$ cat src/verilog/modRegsPkg.sv
`default_nettype none

package modRegsPkg;

    // register word offsets
    typedef enum logic [11:0] {
        REG_FREQ    = 12'h000,
        REG_DEV     = 12'h004,
        REG_BITRATE = 12'h008
    } regAddr;

    localparam logic [1:0] RESP_OKAY   = 2'b00;
    localparam logic [1:0] RESP_SLVERR = 2'b10;

    // master side of the AXI4-Lite port
    typedef struct packed {
        logic [11:0] awaddr;
        logic        awvalid;
        logic [31:0] wdata;
        logic [3:0]  wstrb;
        logic        wvalid;
        logic        bready;
        logic [11:0] araddr;
        logic        arvalid;
        logic        rready;
    } axiReq;

    typedef struct packed {
        logic        awready;
        logic        wready;
        logic        bvalid;
        logic [1:0]  bresp;
        logic        arready;
        logic        rvalid;
        logic [31:0] rdata;
        logic [1:0]  rresp;
    } axiRsp;

    typedef struct packed {
        logic [31:0] carrierFreq;
        logic [17:0] deviation;  // unsigned magnitude
        logic [15:0] bitrateDiv;
        logic        modEnable;
    } modConfig;

endpackage

`default_nettype wire

$ cat src/verilog/soqpskPkg.sv
`default_nettype none

package soqpskPkg;

    // ternary symbol, two's complement coded
    typedef enum logic [1:0] {
        symZero = 2'b00,
        symPos  = 2'b01,
        symNeg  = 2'b11
    } soqpskSym;

    typedef enum logic {
        parityEven = 1'b0,
        parityOdd  = 1'b1
    } bitParity;

    // precoder output beat
    typedef struct packed {
        soqpskSym sym;
        logic     valid;  // high once a real symbol is held
    } symBeat;

endpackage

`default_nettype wire

$ cat src/verilog/soqpskModRegs.sv
`default_nettype none

module soqpskModRegs #(
    parameter int ADDR_W = 12
) (
    input  wire logic                 clk,
    input  wire logic                 arstN,
    input  wire modRegsPkg::axiReq    axiReq,
    output modRegsPkg::axiRsp         axiResp,
    output modRegsPkg::modConfig      cfg
);

    localparam logic [ADDR_W-1:0] ADDR_FREQ    = ADDR_W'(modRegsPkg::REG_FREQ);
    localparam logic [ADDR_W-1:0] ADDR_DEV     = ADDR_W'(modRegsPkg::REG_DEV);
    localparam logic [ADDR_W-1:0] ADDR_BITRATE = ADDR_W'(modRegsPkg::REG_BITRATE);

    modRegsPkg::modConfig cfgQ;

    logic              readyEn;
    logic [ADDR_W-1:0] wrAddr;
    logic [ADDR_W-1:0] rdAddr;
    logic              wrAccept;
    logic              rdAccept;
    logic              bvalidQ;
    logic [1:0]        brespQ;
    logic              rvalidQ;
    logic [31:0]       rdataQ;
    logic [1:0]        rrespQ;
    logic [31:0]       rdMux;
    logic              rdErr;

    assign wrAddr = axiReq.awaddr[ADDR_W-1:0];
    assign rdAddr = axiReq.araddr[ADDR_W-1:0];

    // both write channels are taken on the same edge
    assign wrAccept = readyEn & axiReq.awvalid & axiReq.wvalid & ~bvalidQ;
    assign rdAccept = readyEn & axiReq.arvalid & ~rvalidQ;

    always_comb begin
        axiResp         = '0;
        axiResp.awready = wrAccept;
        axiResp.wready  = wrAccept;
        axiResp.bvalid  = bvalidQ;
        axiResp.bresp   = brespQ;
        axiResp.arready = readyEn & ~rvalidQ;
        axiResp.rvalid  = rvalidQ;
        axiResp.rdata   = rdataQ;
        axiResp.rresp   = rrespQ;
    end

    always_ff @(posedge clk or negedge arstN) begin
        if (!arstN) begin
            readyEn <= 1'b0;
        end else begin
            readyEn <= 1'b1;  // ports open the cycle after reset
        end
    end

    // write path with per-lane strobes
    always_ff @(posedge clk or negedge arstN) begin
        if (!arstN) begin
            cfgQ    <= '0;
            bvalidQ <= 1'b0;
            brespQ  <= modRegsPkg::RESP_OKAY;
        end else if (wrAccept) begin
            bvalidQ <= 1'b1;
            brespQ  <= modRegsPkg::RESP_OKAY;
            case (wrAddr)
                ADDR_FREQ: begin
                    for (int i = 0; i < 4; i++) begin
                        if (axiReq.wstrb[i]) begin
                            cfgQ.carrierFreq[8*i +: 8] <= axiReq.wdata[8*i +: 8];
                        end
                    end
                end
                ADDR_DEV: begin
                    if (axiReq.wstrb[0]) cfgQ.deviation[7:0] <= axiReq.wdata[7:0];
                    if (axiReq.wstrb[1]) cfgQ.deviation[15:8] <= axiReq.wdata[15:8];
                    if (axiReq.wstrb[2]) cfgQ.deviation[17:16] <= axiReq.wdata[17:16];
                end
                ADDR_BITRATE: begin
                    if (axiReq.wstrb[0]) cfgQ.bitrateDiv[7:0] <= axiReq.wdata[7:0];
                    if (axiReq.wstrb[1]) cfgQ.bitrateDiv[15:8] <= axiReq.wdata[15:8];
                    if (axiReq.wstrb[3]) cfgQ.modEnable <= axiReq.wdata[31];
                end
                default: brespQ <= modRegsPkg::RESP_SLVERR;  // nothing written
            endcase
        end else if (bvalidQ && axiReq.bready) begin
            bvalidQ <= 1'b0;
        end
    end

    always_comb begin
        rdMux = '0;
        rdErr = 1'b0;
        case (rdAddr)
            ADDR_FREQ:    rdMux = cfgQ.carrierFreq;
            ADDR_DEV:     rdMux = {14'd0, cfgQ.deviation};
            ADDR_BITRATE: rdMux = {cfgQ.modEnable, 15'd0, cfgQ.bitrateDiv};
            default:      rdErr = 1'b1;
        endcase
    end

    // read data held stable until rready
    always_ff @(posedge clk or negedge arstN) begin
        if (!arstN) begin
            rvalidQ <= 1'b0;
            rdataQ  <= '0;
            rrespQ  <= modRegsPkg::RESP_OKAY;
        end else if (rdAccept) begin
            rvalidQ <= 1'b1;
            rdataQ  <= rdMux;
            rrespQ  <= rdErr ? modRegsPkg::RESP_SLVERR : modRegsPkg::RESP_OKAY;
        end else if (rvalidQ && axiReq.rready) begin
            rvalidQ <= 1'b0;
        end
    end

    assign cfg = cfgQ;

endmodule

`default_nettype wire

$ cat src/verilog/bitClockGen.sv
`default_nettype none

module bitClockGen (
    input  wire logic                 clk,
    input  wire logic                 arstN,
    input  wire modRegsPkg::modConfig cfg,
    output logic                      bitStrobe
);

    logic [15:0] cnt;

    // strobe on the zero count, period is bitrateDiv + 1
    assign bitStrobe = cfg.modEnable && (cnt == '0);

    always_ff @(posedge clk or negedge arstN) begin
        if (!arstN) begin
            cnt <= '0;
        end else if (!cfg.modEnable) begin
            cnt <= '0;  // known phase for the next enable
        end else if (cnt == '0) begin
            cnt <= cfg.bitrateDiv;
        end else begin
            cnt <= cnt - 16'd1;
        end
    end

endmodule

`default_nettype wire

$ cat src/verilog/soqpskPrecoder.sv
`default_nettype none

module soqpskPrecoder (
    input  wire logic          clk,
    input  wire logic          arstN,
    input  wire logic          bitStrobe,
    input  wire logic          dataBit,
    input  wire logic          modEnable,
    output soqpskPkg::symBeat  symOut
);

    logic                a1;  // previous bit
    logic                a2;  // bit before that
    soqpskPkg::bitParity parity;
    soqpskPkg::soqpskSym symNext;
    logic                negSign;

    // plus for a one, flipped for a1 low, flipped again on even parity
    assign negSign = ~dataBit ^ ~a1 ^ (parity == soqpskPkg::parityEven);

    always_comb begin
        if (dataBit == a2) begin
            symNext = soqpskPkg::symZero;
        end else begin
            symNext = negSign ? soqpskPkg::symNeg : soqpskPkg::symPos;
        end
    end

    always_ff @(posedge clk or negedge arstN) begin
        if (!arstN) begin
            a1           <= 1'b0;
            a2           <= 1'b0;
            parity       <= soqpskPkg::parityEven;
            symOut.sym   <= soqpskPkg::symZero;
            symOut.valid <= 1'b0;
        end else if (!modEnable) begin
            a1           <= 1'b0;
            a2           <= 1'b0;
            parity       <= soqpskPkg::parityEven;
            symOut.sym   <= soqpskPkg::symZero;
            symOut.valid <= 1'b0;
        end else if (bitStrobe) begin
            a2           <= a1;
            a1           <= dataBit;
            parity       <= (parity == soqpskPkg::parityEven) ?
                            soqpskPkg::parityOdd : soqpskPkg::parityEven;
            symOut.sym   <= symNext;
            symOut.valid <= 1'b1;
        end
    end

endmodule

`default_nettype wire

$ cat src/verilog/phaseAccum.sv
`default_nettype none

module phaseAccum #(
    parameter int PHASE_W = 32
) (
    input  wire logic                 clk,
    input  wire logic                 arstN,
    input  wire modRegsPkg::modConfig cfg,
    input  wire soqpskPkg::symBeat    symIn,
    output logic [PHASE_W-1:0]        instFreq,
    output logic [PHASE_W-1:0]        phase
);

    logic [PHASE_W-1:0] carrier;
    logic [PHASE_W-1:0] dev;
    logic [PHASE_W-1:0] freqSel;

    assign carrier = PHASE_W'(cfg.carrierFreq);
    assign dev     = PHASE_W'(cfg.deviation);

    // wraps mod 2^PHASE_W
    always_comb begin
        freqSel = carrier;
        if (symIn.valid) begin
            case (symIn.sym)
                soqpskPkg::symPos: freqSel = carrier + dev;
                soqpskPkg::symNeg: freqSel = carrier - dev;
                default:           freqSel = carrier;
            endcase
        end
    end

    always_ff @(posedge clk or negedge arstN) begin
        if (!arstN) begin
            instFreq <= '0;
            phase    <= '0;
        end else begin
            instFreq <= freqSel;
            phase    <= phase + instFreq;  // last cycle's frequency
        end
    end

endmodule

`default_nettype wire

$ cat src/verilog/soqpskModTop.sv
`default_nettype none

module soqpskModTop #(
    parameter int ADDR_W  = 12,
    parameter int PHASE_W = 32
) (
    input  wire logic              clk,
    input  wire logic              arstN,
    input  wire modRegsPkg::axiReq axiReq,
    output modRegsPkg::axiRsp      axiResp,
    input  wire logic              dataBit,
    output logic                   bitStrobe,
    output logic [PHASE_W-1:0]     instFreq,
    output logic [PHASE_W-1:0]     phase
);

    modRegsPkg::modConfig cfg;
    soqpskPkg::symBeat    symBeat;

    soqpskModRegs #(
        .ADDR_W (ADDR_W)
    ) soqpskModRegs_i (
        .clk     (clk),
        .arstN   (arstN),
        .axiReq  (axiReq),
        .axiResp (axiResp),
        .cfg     (cfg)
    );

    bitClockGen bitClockGen_i (
        .clk       (clk),
        .arstN     (arstN),
        .cfg       (cfg),
        .bitStrobe (bitStrobe)
    );

    soqpskPrecoder soqpskPrecoder_i (
        .clk       (clk),
        .arstN     (arstN),
        .bitStrobe (bitStrobe),
        .dataBit   (dataBit),
        .modEnable (cfg.modEnable),
        .symOut    (symBeat)
    );

    phaseAccum #(
        .PHASE_W (PHASE_W)
    ) phaseAccum_i (
        .clk      (clk),
        .arstN    (arstN),
        .cfg      (cfg),
        .symIn    (symBeat),
        .instFreq (instFreq),
        .phase    (phase)
    );

endmodule

`default_nettype wire

$ cat config.mk
export PLATFORM = sky130hd
export DESIGN_NAME = soqpskModTop
export DESIGN_NICKNAME = d
export VERILOG_FILES = /design/src/verilog/modRegsPkg.sv /design/src/verilog/soqpskPkg.sv /design/src/verilog/soqpskModRegs.sv /design/src/verilog/bitClockGen.sv /design/src/verilog/soqpskPrecoder.sv /design/src/verilog/phaseAccum.sv /design/src/verilog/soqpskModTop.sv
export SDC_FILE = /design/constraint.sdc
export NUM_CORES = 1
export LEC_CHECK = 0
export ABC_AREA = 0
export BUFFER_PORTS_ARGS = -buffer_cell sky130_fd_sc_hd__clkbuf_2
export CAP_MARGIN = 40
export CORE_MARGIN = 5
export CORE_UTILIZATION = 30
export DETAILED_ROUTE_END_ITERATION = 10
export PLACE_DENSITY = 0.55
export SLEW_MARGIN = 20
export SYNTH_ARGS = -nofsm -noshare
export SYNTH_HDL_FRONTEND = slang
export SYNTH_SLANG_ARGS = --single-unit
$ cat constraint.sdc
create_clock -name clk -period 4.55 [get_ports clk]
set_input_delay 0.455 -clock clk [delete_from_list [all_inputs] [get_ports clk]]
set_output_delay 0.455 -clock clk [all_outputs]
set_load 0.05 [all_outputs]
# Yosys cells after proc, flatten, opt, wreduce, memory -nomap -nowiden
# Index checks and enable logic that the tools add are counted.
# word_totals
reg_bits	192
wordCells	91
out_inout_bits	106
# op_classes
muxes	22
reduce_logical	20
eq_ne	8
n_addsub	4
n_bitwise	13
# op_table
op	count
$pmux 32 s3	1
$pmux 32 s2	1
$add 32x18->32	1
$add 32x32->32	1
$mux 16	2
$mux 32	1
$sub 32x18->32	1
$reduce_and 3->1	10
$eq 12x3->1 const B	2
$eq 12x4->1 const B	2
$logic_not 12->1	2
$logic_not 16->1	1
$sub 16x1->16 const B	1
$mux 1	11
$mux 2	4
$and 1x1->1	6
$mux 3	2
$reduce_or 3->1	2
$not 1->1	5
$reduce_bool 2->1	2
$logic_and 1x1->1	3
$eq 2x1->1 const B	1
$eq 2x2->1 const B	1
$ne 2x2->1 const B	1
other kinds (2)	3

# Logic depth before layout (Yosys ltp)
# Gate-level depths: netlist of run 1.
# logic_depth
depth_word	7
mapped_depth	18
mapped_depth_nobuf	17

# By module
# Synthesis of run 1 repeated with hierarchy kept, for this count alone.
# hier_totals
cells_unflattened	1158
hier_area_um2	11405.9
# modules_own_cells
module	seq_area_each_um2	n_inst	area_each_um2	cells_each
phaseAccum	1601.5	1	5846.9	713
soqpskModRegs	2602.5	1	4324.1	319
bitClockGen	400.4	1	962.2	103
soqpskPrecoder	150.1	1	272.8	23

# Worst setup path after synthesis of run 1
# Ideal clock, no wire load.
# synth_timing
path_type	register to register
startpoint	reg soqpskModRegs_i.cfgQ, in the netlist soqpskModRegs_i.cfg[22]
endpoint	reg phaseAccum_i.instFreq[31]
stages_incl_launch_ff	17
period_less_slack_ps	3473
required_time_ps	4428
path_slack_ps	1077
n_path_buf	2
arrival_time_ps	3352
path_cell_list	dfrtp_1 > nor3_1 > nand3b_1 > nor2_1 > nand2_1 > or3_1 > clkbuf_1 > o21ai_0 > ha_1 > clkbuf_1 > a211oi_1 > nor3b_1 > o41ai_1 > and2_1 > a22o_1 > mux2i_1 > a32o_1
# synth_between
elab_chain_len	3
# synth_lines
item	line	source
start: declaration	soqpskModRegs.sv:17	modRegsPkg::modConfig cfgQ;
$sub 32x18->32 or $add 32x18->32 (tied branches)	phaseAccum.sv:27, phaseAccum.sv:26	
$pmux 32 s2 *	phaseAccum.sv:25	case (symIn.sym)
$mux 32 *	phaseAccum.sv:24	if (symIn.valid) begin
via phaseAccum_i.freqSel[31]	phaseAccum.sv:16	logic [PHASE_W-1:0] freqSel;
end signal: assignment	phaseAccum.sv:38	instFreq <= freqSel;
end: declaration	phaseAccum.sv:10	output logic [PHASE_W-1:0] instFreq,
# Mark *: on every way through the listed nets, which the timed path passes. The rest lies on a longest branch.
# A chain may end at the register's enable or synchronous reset.

# Worst setup path after layout of run 1
# layout_timing
startpoint	reg soqpskModRegs_i.cfgQ, in the netlist soqpskModRegs_i.cfg[22]
endpoint	reg phaseAccum_i.instFreq[27]
# The elaborated chain is that of the path after synthesis.

==> results of run 1 <==
==> per-stage QoR <==
step	hold WS [ns]	util (%)	worst slack (ns)	total power, mW	area, um2
finish	0.165	35.9	0.646	5.63	13200
CTS	0.148	35.9	0.649	5.71	13200
floorplan	0.159	-	1.08	3.62	11200
global route	0.153	35.9	0.221	5.97	13200
detailed placement	0.329	34.2	0.688	4.14	12500
global placement	0.467	34.1	0.807	4.11	12500
==> state kept, by name (all words and copies together) (netlist names) <==
signal,cells
soqpskPrecoder_i.parity,1
soqpskModRegs_i.rdataQ,32
soqpskModRegs_i.rvalidQ,1
soqpskModRegs_i.bvalidQ,1
soqpskPrecoder_i.a1,1
phaseAccum_i.instFreq,32
phaseAccum_i.phase,32
soqpskModRegs_i.rrespQ,1
soqpskModRegs_i.cfg,67
soqpskPrecoder_i.a2,1
soqpskModRegs_i.brespQ,1
soqpskModRegs_i.readyEn,1
soqpskPrecoder_i.symOut,3
bitClockGen_i.cnt,16
==> path summary, 6_finish.rpt <==
check,startpoint,end,depth (start not counted)
worst min-delay path,axiReq[0],soqpskModRegs_i.rvalidQ,2
worst max register to register,soqpskModRegs_i.cfg[22],phaseAccum_i.instFreq[27],16
worst min register to register,soqpskModRegs_i.rdataQ[1],soqpskModRegs_i.rdataQ[1],2
max in group asynchronous,arstN,soqpskModRegs_i.cfg[3],4
min in group asynchronous,arstN,phaseAccum_i.phase[25],2
worst max-delay path,soqpskModRegs_i.cfg[22],phaseAccum_i.instFreq[27],16
==> power by group through the flow <==
stage | Clock, mW | Combinational, mW | Sequential [mW]
after floorplan | 0 | 0.958 | 2.67
after global placement | 0 | 1.94 | 2.17
after detailed placement | 0 | 1.97 | 2.17
after CTS | 1.60 | 1.98 | 2.14
after global routing | 1.67 | 2.13 | 2.17
final | 1.54 | 1.96 | 2.13
==> layer usage <==
layer	routed length [um]	vias to the layer above	track usage, %
met5	11	-	0
met4	537	2	4.10
met3	1490	32	3.32
met2	13800	211	23.1
met1	15200	4320	21.3
li1	-	4456	-
==> layout make-up <==
cell class	count	area, um2	share of cell area (%)
clock inverter	15	185	1.41
tap	468	586	4.45
multi-input combinational	882	6130	46.6
sequential	190	4750	36.1
timing repair buffer	184	982	7.46
clock buffer	17	425	3.23
antenna	2	5.00	0.0380
inverter	25	93.8	0.713
==> placed cells by master, fill, tap and decap left out, drive strengths merged, types with 36 or more instances in the layout <==
cell type,n
dfrtp,190
xor2,36
ha,65
nor2,86
a21oi,89
nand2,115
clkbuf,188
o21ai,90
xnor2,45
mux2,65
==> cell families (layout without fill, tap and decap cells) <==
group                      after synthesis  after routing  synth area share, %
xor gates and xnor gates                81             81                 6.34
other                                    2              5               0.0672
DFF                                    190            190                 42.5
AOI/OAI and AO/OA                      314            314                 18.1
adders and majority gates               67             67                 7.63
buffers and inverters                   73            241                 2.74
and+or+nand+nor                        330            330                 14.1
muxes                                   87             87                 8.51
==> worst reg2reg max path: stages, from the launching register on <==
cell and delay (ns):
dfrtp_1 0.43, nor3_1 0.27, nand3b_1 0.17, nor2_1 0.13
nand2_1 0.11, or3_1 0.48, o21ai_0 0.23, xor2_1 0.17
ha_1 0.31, and3_1 0.24, and3_1 0.22, nand3_1 0.08
inv_1 0.05, a22oi_2 0.27, a21boi_0 0.17, o31a_1 0.26
o31ai_1 0.22
==> run metrics, run 1 <==
status=complete, no violations; ranking of synthesized cells by area=dfrtp_1 (43%), ha_1 (7.3%), mux2_2 (6.5%), a21oi_1 (3.9%), nand2_1 (3.8%); post-synthesis area per instance=9.78 um2; slowest library cell on the worst path=or3_1; die height=203 um; CTS resizes=0; Hold Path Class=in2reg; Startpoint Class=register; yosys warns=0; Inst Count DP=1,748; Setup Skew=0.0198 ns; cell with the most instances after synthesis=dfrtp_1; layout overhead on the synthesized area=17.7%; wire length per cell=17.4 um; sequential area share after synthesis=42.5%; CP Data Required Time=4.90 ns; CP arrival=4.26 ns; Mapped Cells=1,144; CP Max Fanout=8; Finished Layout Cells=1,783; fmax=256 MHz; Comb pwr share=34.7%; # nets final=1,435; DRT Wirelength=31,000 um; share of the synthesized area in the top cell type=42.5%; Worst Max-Slew Pin Slew=0.771 ns; Sw Share=41.7%; most frequent cells after synthesis=dfrtp_1 (190), nand2_1 (114), a21oi_1 (87); Tmin final=3.90 ns; Clock transition at path regs=0.09 ns; CTS max path bufs=2; P_sw=2.35 mW; Vias/cell=5.06; Worst path most repeated cell=and3_1; via count=9,021; Routed Antenna Nets=0; final slew viol count=0; synthesized cell area=11,200 um2; Initial Utilization=30.5%; Post-synth EDFFs=0; max incr delay on CP=0.48 ns; Layout fillers=3,724; dominant cell type by area after synthesis=dfrtp_1; Slew HR=48.5%; count of final setup violators=0; die span in x=203 um; worst path cell trace=nor3_1 > nand3b_1 > nor2_1 > nand2_1 > or3_1 > o21ai_0 > xor2_1 > ha_1 > and3_1 > and3_1 > nand3_1 > inv_1 > a22oi_2 > a21boi_0 > o31a_1 > o31ai_1; proportion of power drawn by the clock network=27.4%; Post-CTS Hold Buffers=1; Unique masters post-synth=74; # DRC=0; Die ar.=41,200 um2; reg2reg setup slack=0.65 ns; Overall Global Routing Usage=15.0%; worst setup path class=reg2reg; Placer Congestion=0.873; Most used DFF post-synth=dfrtp_1; static leakage=6.50 nW; Async S/R FF share, synth=100%; first-pass GRT wire length=49,500 um; drt first pass iters=5; std cell rows=70; Max VDD drop=0.267 mV; largest net degree at the start of global routing=86; crit-path leading delay family=simple AND/OR/NAND/NOR gates; Final TNS setup=0 ns; worst-skew pair later-pin latency=0.46 ns; maxcap violations=0; initial antenna violation count=3; Pint=3.29 mW; Crit. End Element=register; CTS Sinks=190; number of I/O pins=174; port bufs=171; Final Hold Vio Count=0; H-tree depth=4; core area=36,700 um2; Synth Register Bits=190; Num CTS Buffers=17; CTS root buf=clkbuf_16; DRT iter0 DRCs=506; RSZ-0062 raised after global routing=false; layout cells sized above 1=22.9%; power density cells=428 nW/um2; hpwl dp=24,200 um; TritonCTS clock tree=done; number of global-route vias before repair=8,980; final worst-path cycle share=85.8%; Buf+Inv Stages, Crit Path=1; Flop pwr share=37.9%; Post-CTS Setup Inserts=0; grt ovf=0
Note: power is estimated with default switching activity, not from simulation.
==> run 2: changes to the inputs <==
--- a/config.mk
+++ b/config.mk
@@ -8,6 +8,7 @@
 export ABC_AREA = 0
 export BUFFER_PORTS_ARGS = -buffer_cell sky130_fd_sc_hd__clkbuf_2
 export CAP_MARGIN = 40
+export CORE_ASPECT_RATIO = 0.5
 export CORE_MARGIN = 5
 export CORE_UTILIZATION = 30
 export DETAILED_ROUTE_END_ITERATION = 10
==> run 2 against run 1 <==
  * Clock power hardly changed
  * Global-route usage increased by 0.49 points
  * Sequential power is essentially flat
  * Non-clock buffer count shrank 3
  * Count of clock-buffer cells in the layout is the same
  * Critical path depth did not move
  * Sequential cell count unchanged
  * Combinational power barely moved
  * Sequential share of layout area shrank 0.11 points
  * Routed wire length up 3.8%
  * Worst setup slack better by 0.066 ns
  * Largest cell class unchanged
==> run metrics, run 2 (same netlist as run 1, synthesis figures left out) <==
Vias/cell=4.92; # DRC=0; grt ovf=0; number of global-route vias before repair=8,882; Comb pwr share=34.9%; first-pass GRT wire length=51,200 um; CTS Sinks=190; Worst path most repeated cell=and3_1; layout cells sized above 1=22.8%; die span in x=283 um; initial antenna violation count=1; Sw Share=41.4%; std cell rows=50; wire length per cell=17.8 um; worst-skew pair later-pin latency=0.46 ns; largest net degree at the start of global routing=84; max incr delay on CP=0.49 ns; number of I/O pins=174; Routed Antenna Nets=0; final slew viol count=0; multi-input logic area=6140 um2; slowest library cell on the worst path=or3_1; Placer Congestion=0.879; Pint=3.34 mW; final instance area=13,200 um2; CTS root buf=clkbuf_16; H-tree depth=4; CP Max Fanout=8; Layout fillers=3,796; power density cells=431 nW/um2; Num CTS Buffers=17; Startpoint Class=register; core area=37,100 um2; drt first pass iters=5; Final WS setup=0.711 ns; max FFs per register=67; hpwl dp=25,100 um; Slew HR=48.9%; Flop pwr share=37.8%; Setup WS pre-CTS=0.742 ns; Initial Utilization=30.1%; most common cell after layout, fill and taps aside=dfrtp_1; CP Data Required Time=4.92 ns; via count=8,877; register area=4750 um2; static leakage=6.50 nW; Final TNS setup=0 ns; # nets final=1,432; Clock transition at path regs=0.08 ns; status=complete, no violations; CTS max path bufs=2; count of final setup violators=0; P_sw=2.35 mW; Crit. End Element=register; DRT iter0 DRCs=611; commonest non-fill, non-tap cells in the layout=dfrtp_1 (190), clkbuf_2 (170), nand2_1 (112), a21oi_1 (87), nor2_1 (86); port bufs=171; CTS resizes=0; maxcap violations=0; worst setup path class=reg2reg; Worst Max-Slew Pin Slew=0.766 ns; layout overhead on the synthesized area=18.1%; Die ar.=41,500 um2; Hold Path Class=in2reg; Setup Skew=0.0118 ns; antenna cell count=0; worst path cell trace=nor3_1 > nand3b_1 > nor2_1 > nand2_1 > or3_1 > o21ai_0 > xor2_1 > ha_1 > and3_1 > and3_1 > nand3_1 > inv_1 > a22oi_2 > a21boi_0 > o31a_1 > o31ai_1; RSZ-0062 raised after global routing=false; DRT Wirelength=32,200 um; Overall Global Routing Usage=15.5%; placed cell areas=12,600 um2; die height=147 um; Tmin final=3.84 ns; Max VDD drop=0.187 mV; proportion of power drawn by the clock network=27.4%; TritonCTS clock tree=done; fmax=261 MHz; final worst-path cycle share=84.4%; Final Hold Vio Count=0; CP arrival=4.21 ns
run 2: metal layers:
layer / track usage, % / up-vias / routed length, um
li1: - / 4455 / -
met1: 21.4 / 4243 / 15600
met2: 25.0 / 140 / 15000
met3: 2.62 / 37 / 914
met4: 4.74 / 2 / 638
met5: 0 / - / 14
run 2: layout make-up:
cell class              count  share of cell area (%)
clock buffers              17                    3.22
clock inverters            15                    1.36
inverters                  25                   0.711
multi-input cells         882                    46.5
flip-flops and latches    190                    36.0
well taps                 494                    4.68
repair buffers            181                    7.55
run 2: stage by stage:
stage                     power (mW)  util, %  hold slack, ns  instances
after global placement          4.14     33.7           0.462       1767
after global routing            6.00     35.6           0.165       1804
after detailed placement        4.17     33.9           0.371       1770
after CTS                       5.74     35.6           0.148       1803
after floorplan                 3.62        -           0.159       1145
final                           5.69     35.6           0.175       1804
run 2: path summary, 6_finish.rpt:
check | startpoint | endpoint | slack, ns | cells past startpoint
setup / recovery | soqpskModRegs_i.cfg[22] | phaseAccum_i.instFreq[27] | 0.71 | 16
hold / removal | axiReq[14] | soqpskModRegs_i.bvalidQ | 0.17 | 2
setup reg to reg | soqpskModRegs_i.cfg[22] | phaseAccum_i.instFreq[27] | 0.71 | 16
hold reg to reg | soqpskModRegs_i.rrespQ[1] | soqpskModRegs_i.rrespQ[1] | 0.48 | 2
max in group asynchronous | arstN | phaseAccum_i.phase[31] | 3.36 | 3
min in group asynchronous | arstN | soqpskModRegs_i.cfg[7] | 0.45 | 2
run 2: worst max-delay path, delay by kind of cell, from the launching register on:
family	cells	cell delay, ns
AND/OR/NAND/NOR	8	1.67
AO/OA/AOI/OAI	5	1.14
flip-flops	1	0.42
adder cells (fa/ha/maj)	1	0.31
XOR/XNOR	1	0.17
buffers and inverters	1	0.05
run 2: power groups by stage:
stage	clock network [mW]	logic [mW]	registers, mW
3_5_place_dp	0	1.99	2.18
4_1_cts	1.59	2.00	2.15
2_1_floorplan	0	0.958	2.67
5_1_grt	1.66	2.17	2.17
6_report	1.56	1.98	2.15
3_3_place_gp	0	1.96	2.18
run 2: what timing repair did:
| action | in CTS | in global routing |
|---|---|---|
| hold buffers | 1 | 0 |
| buffers inserted | 0 | 0 |
| endpoints found under the hold margin | 26 | 0 |
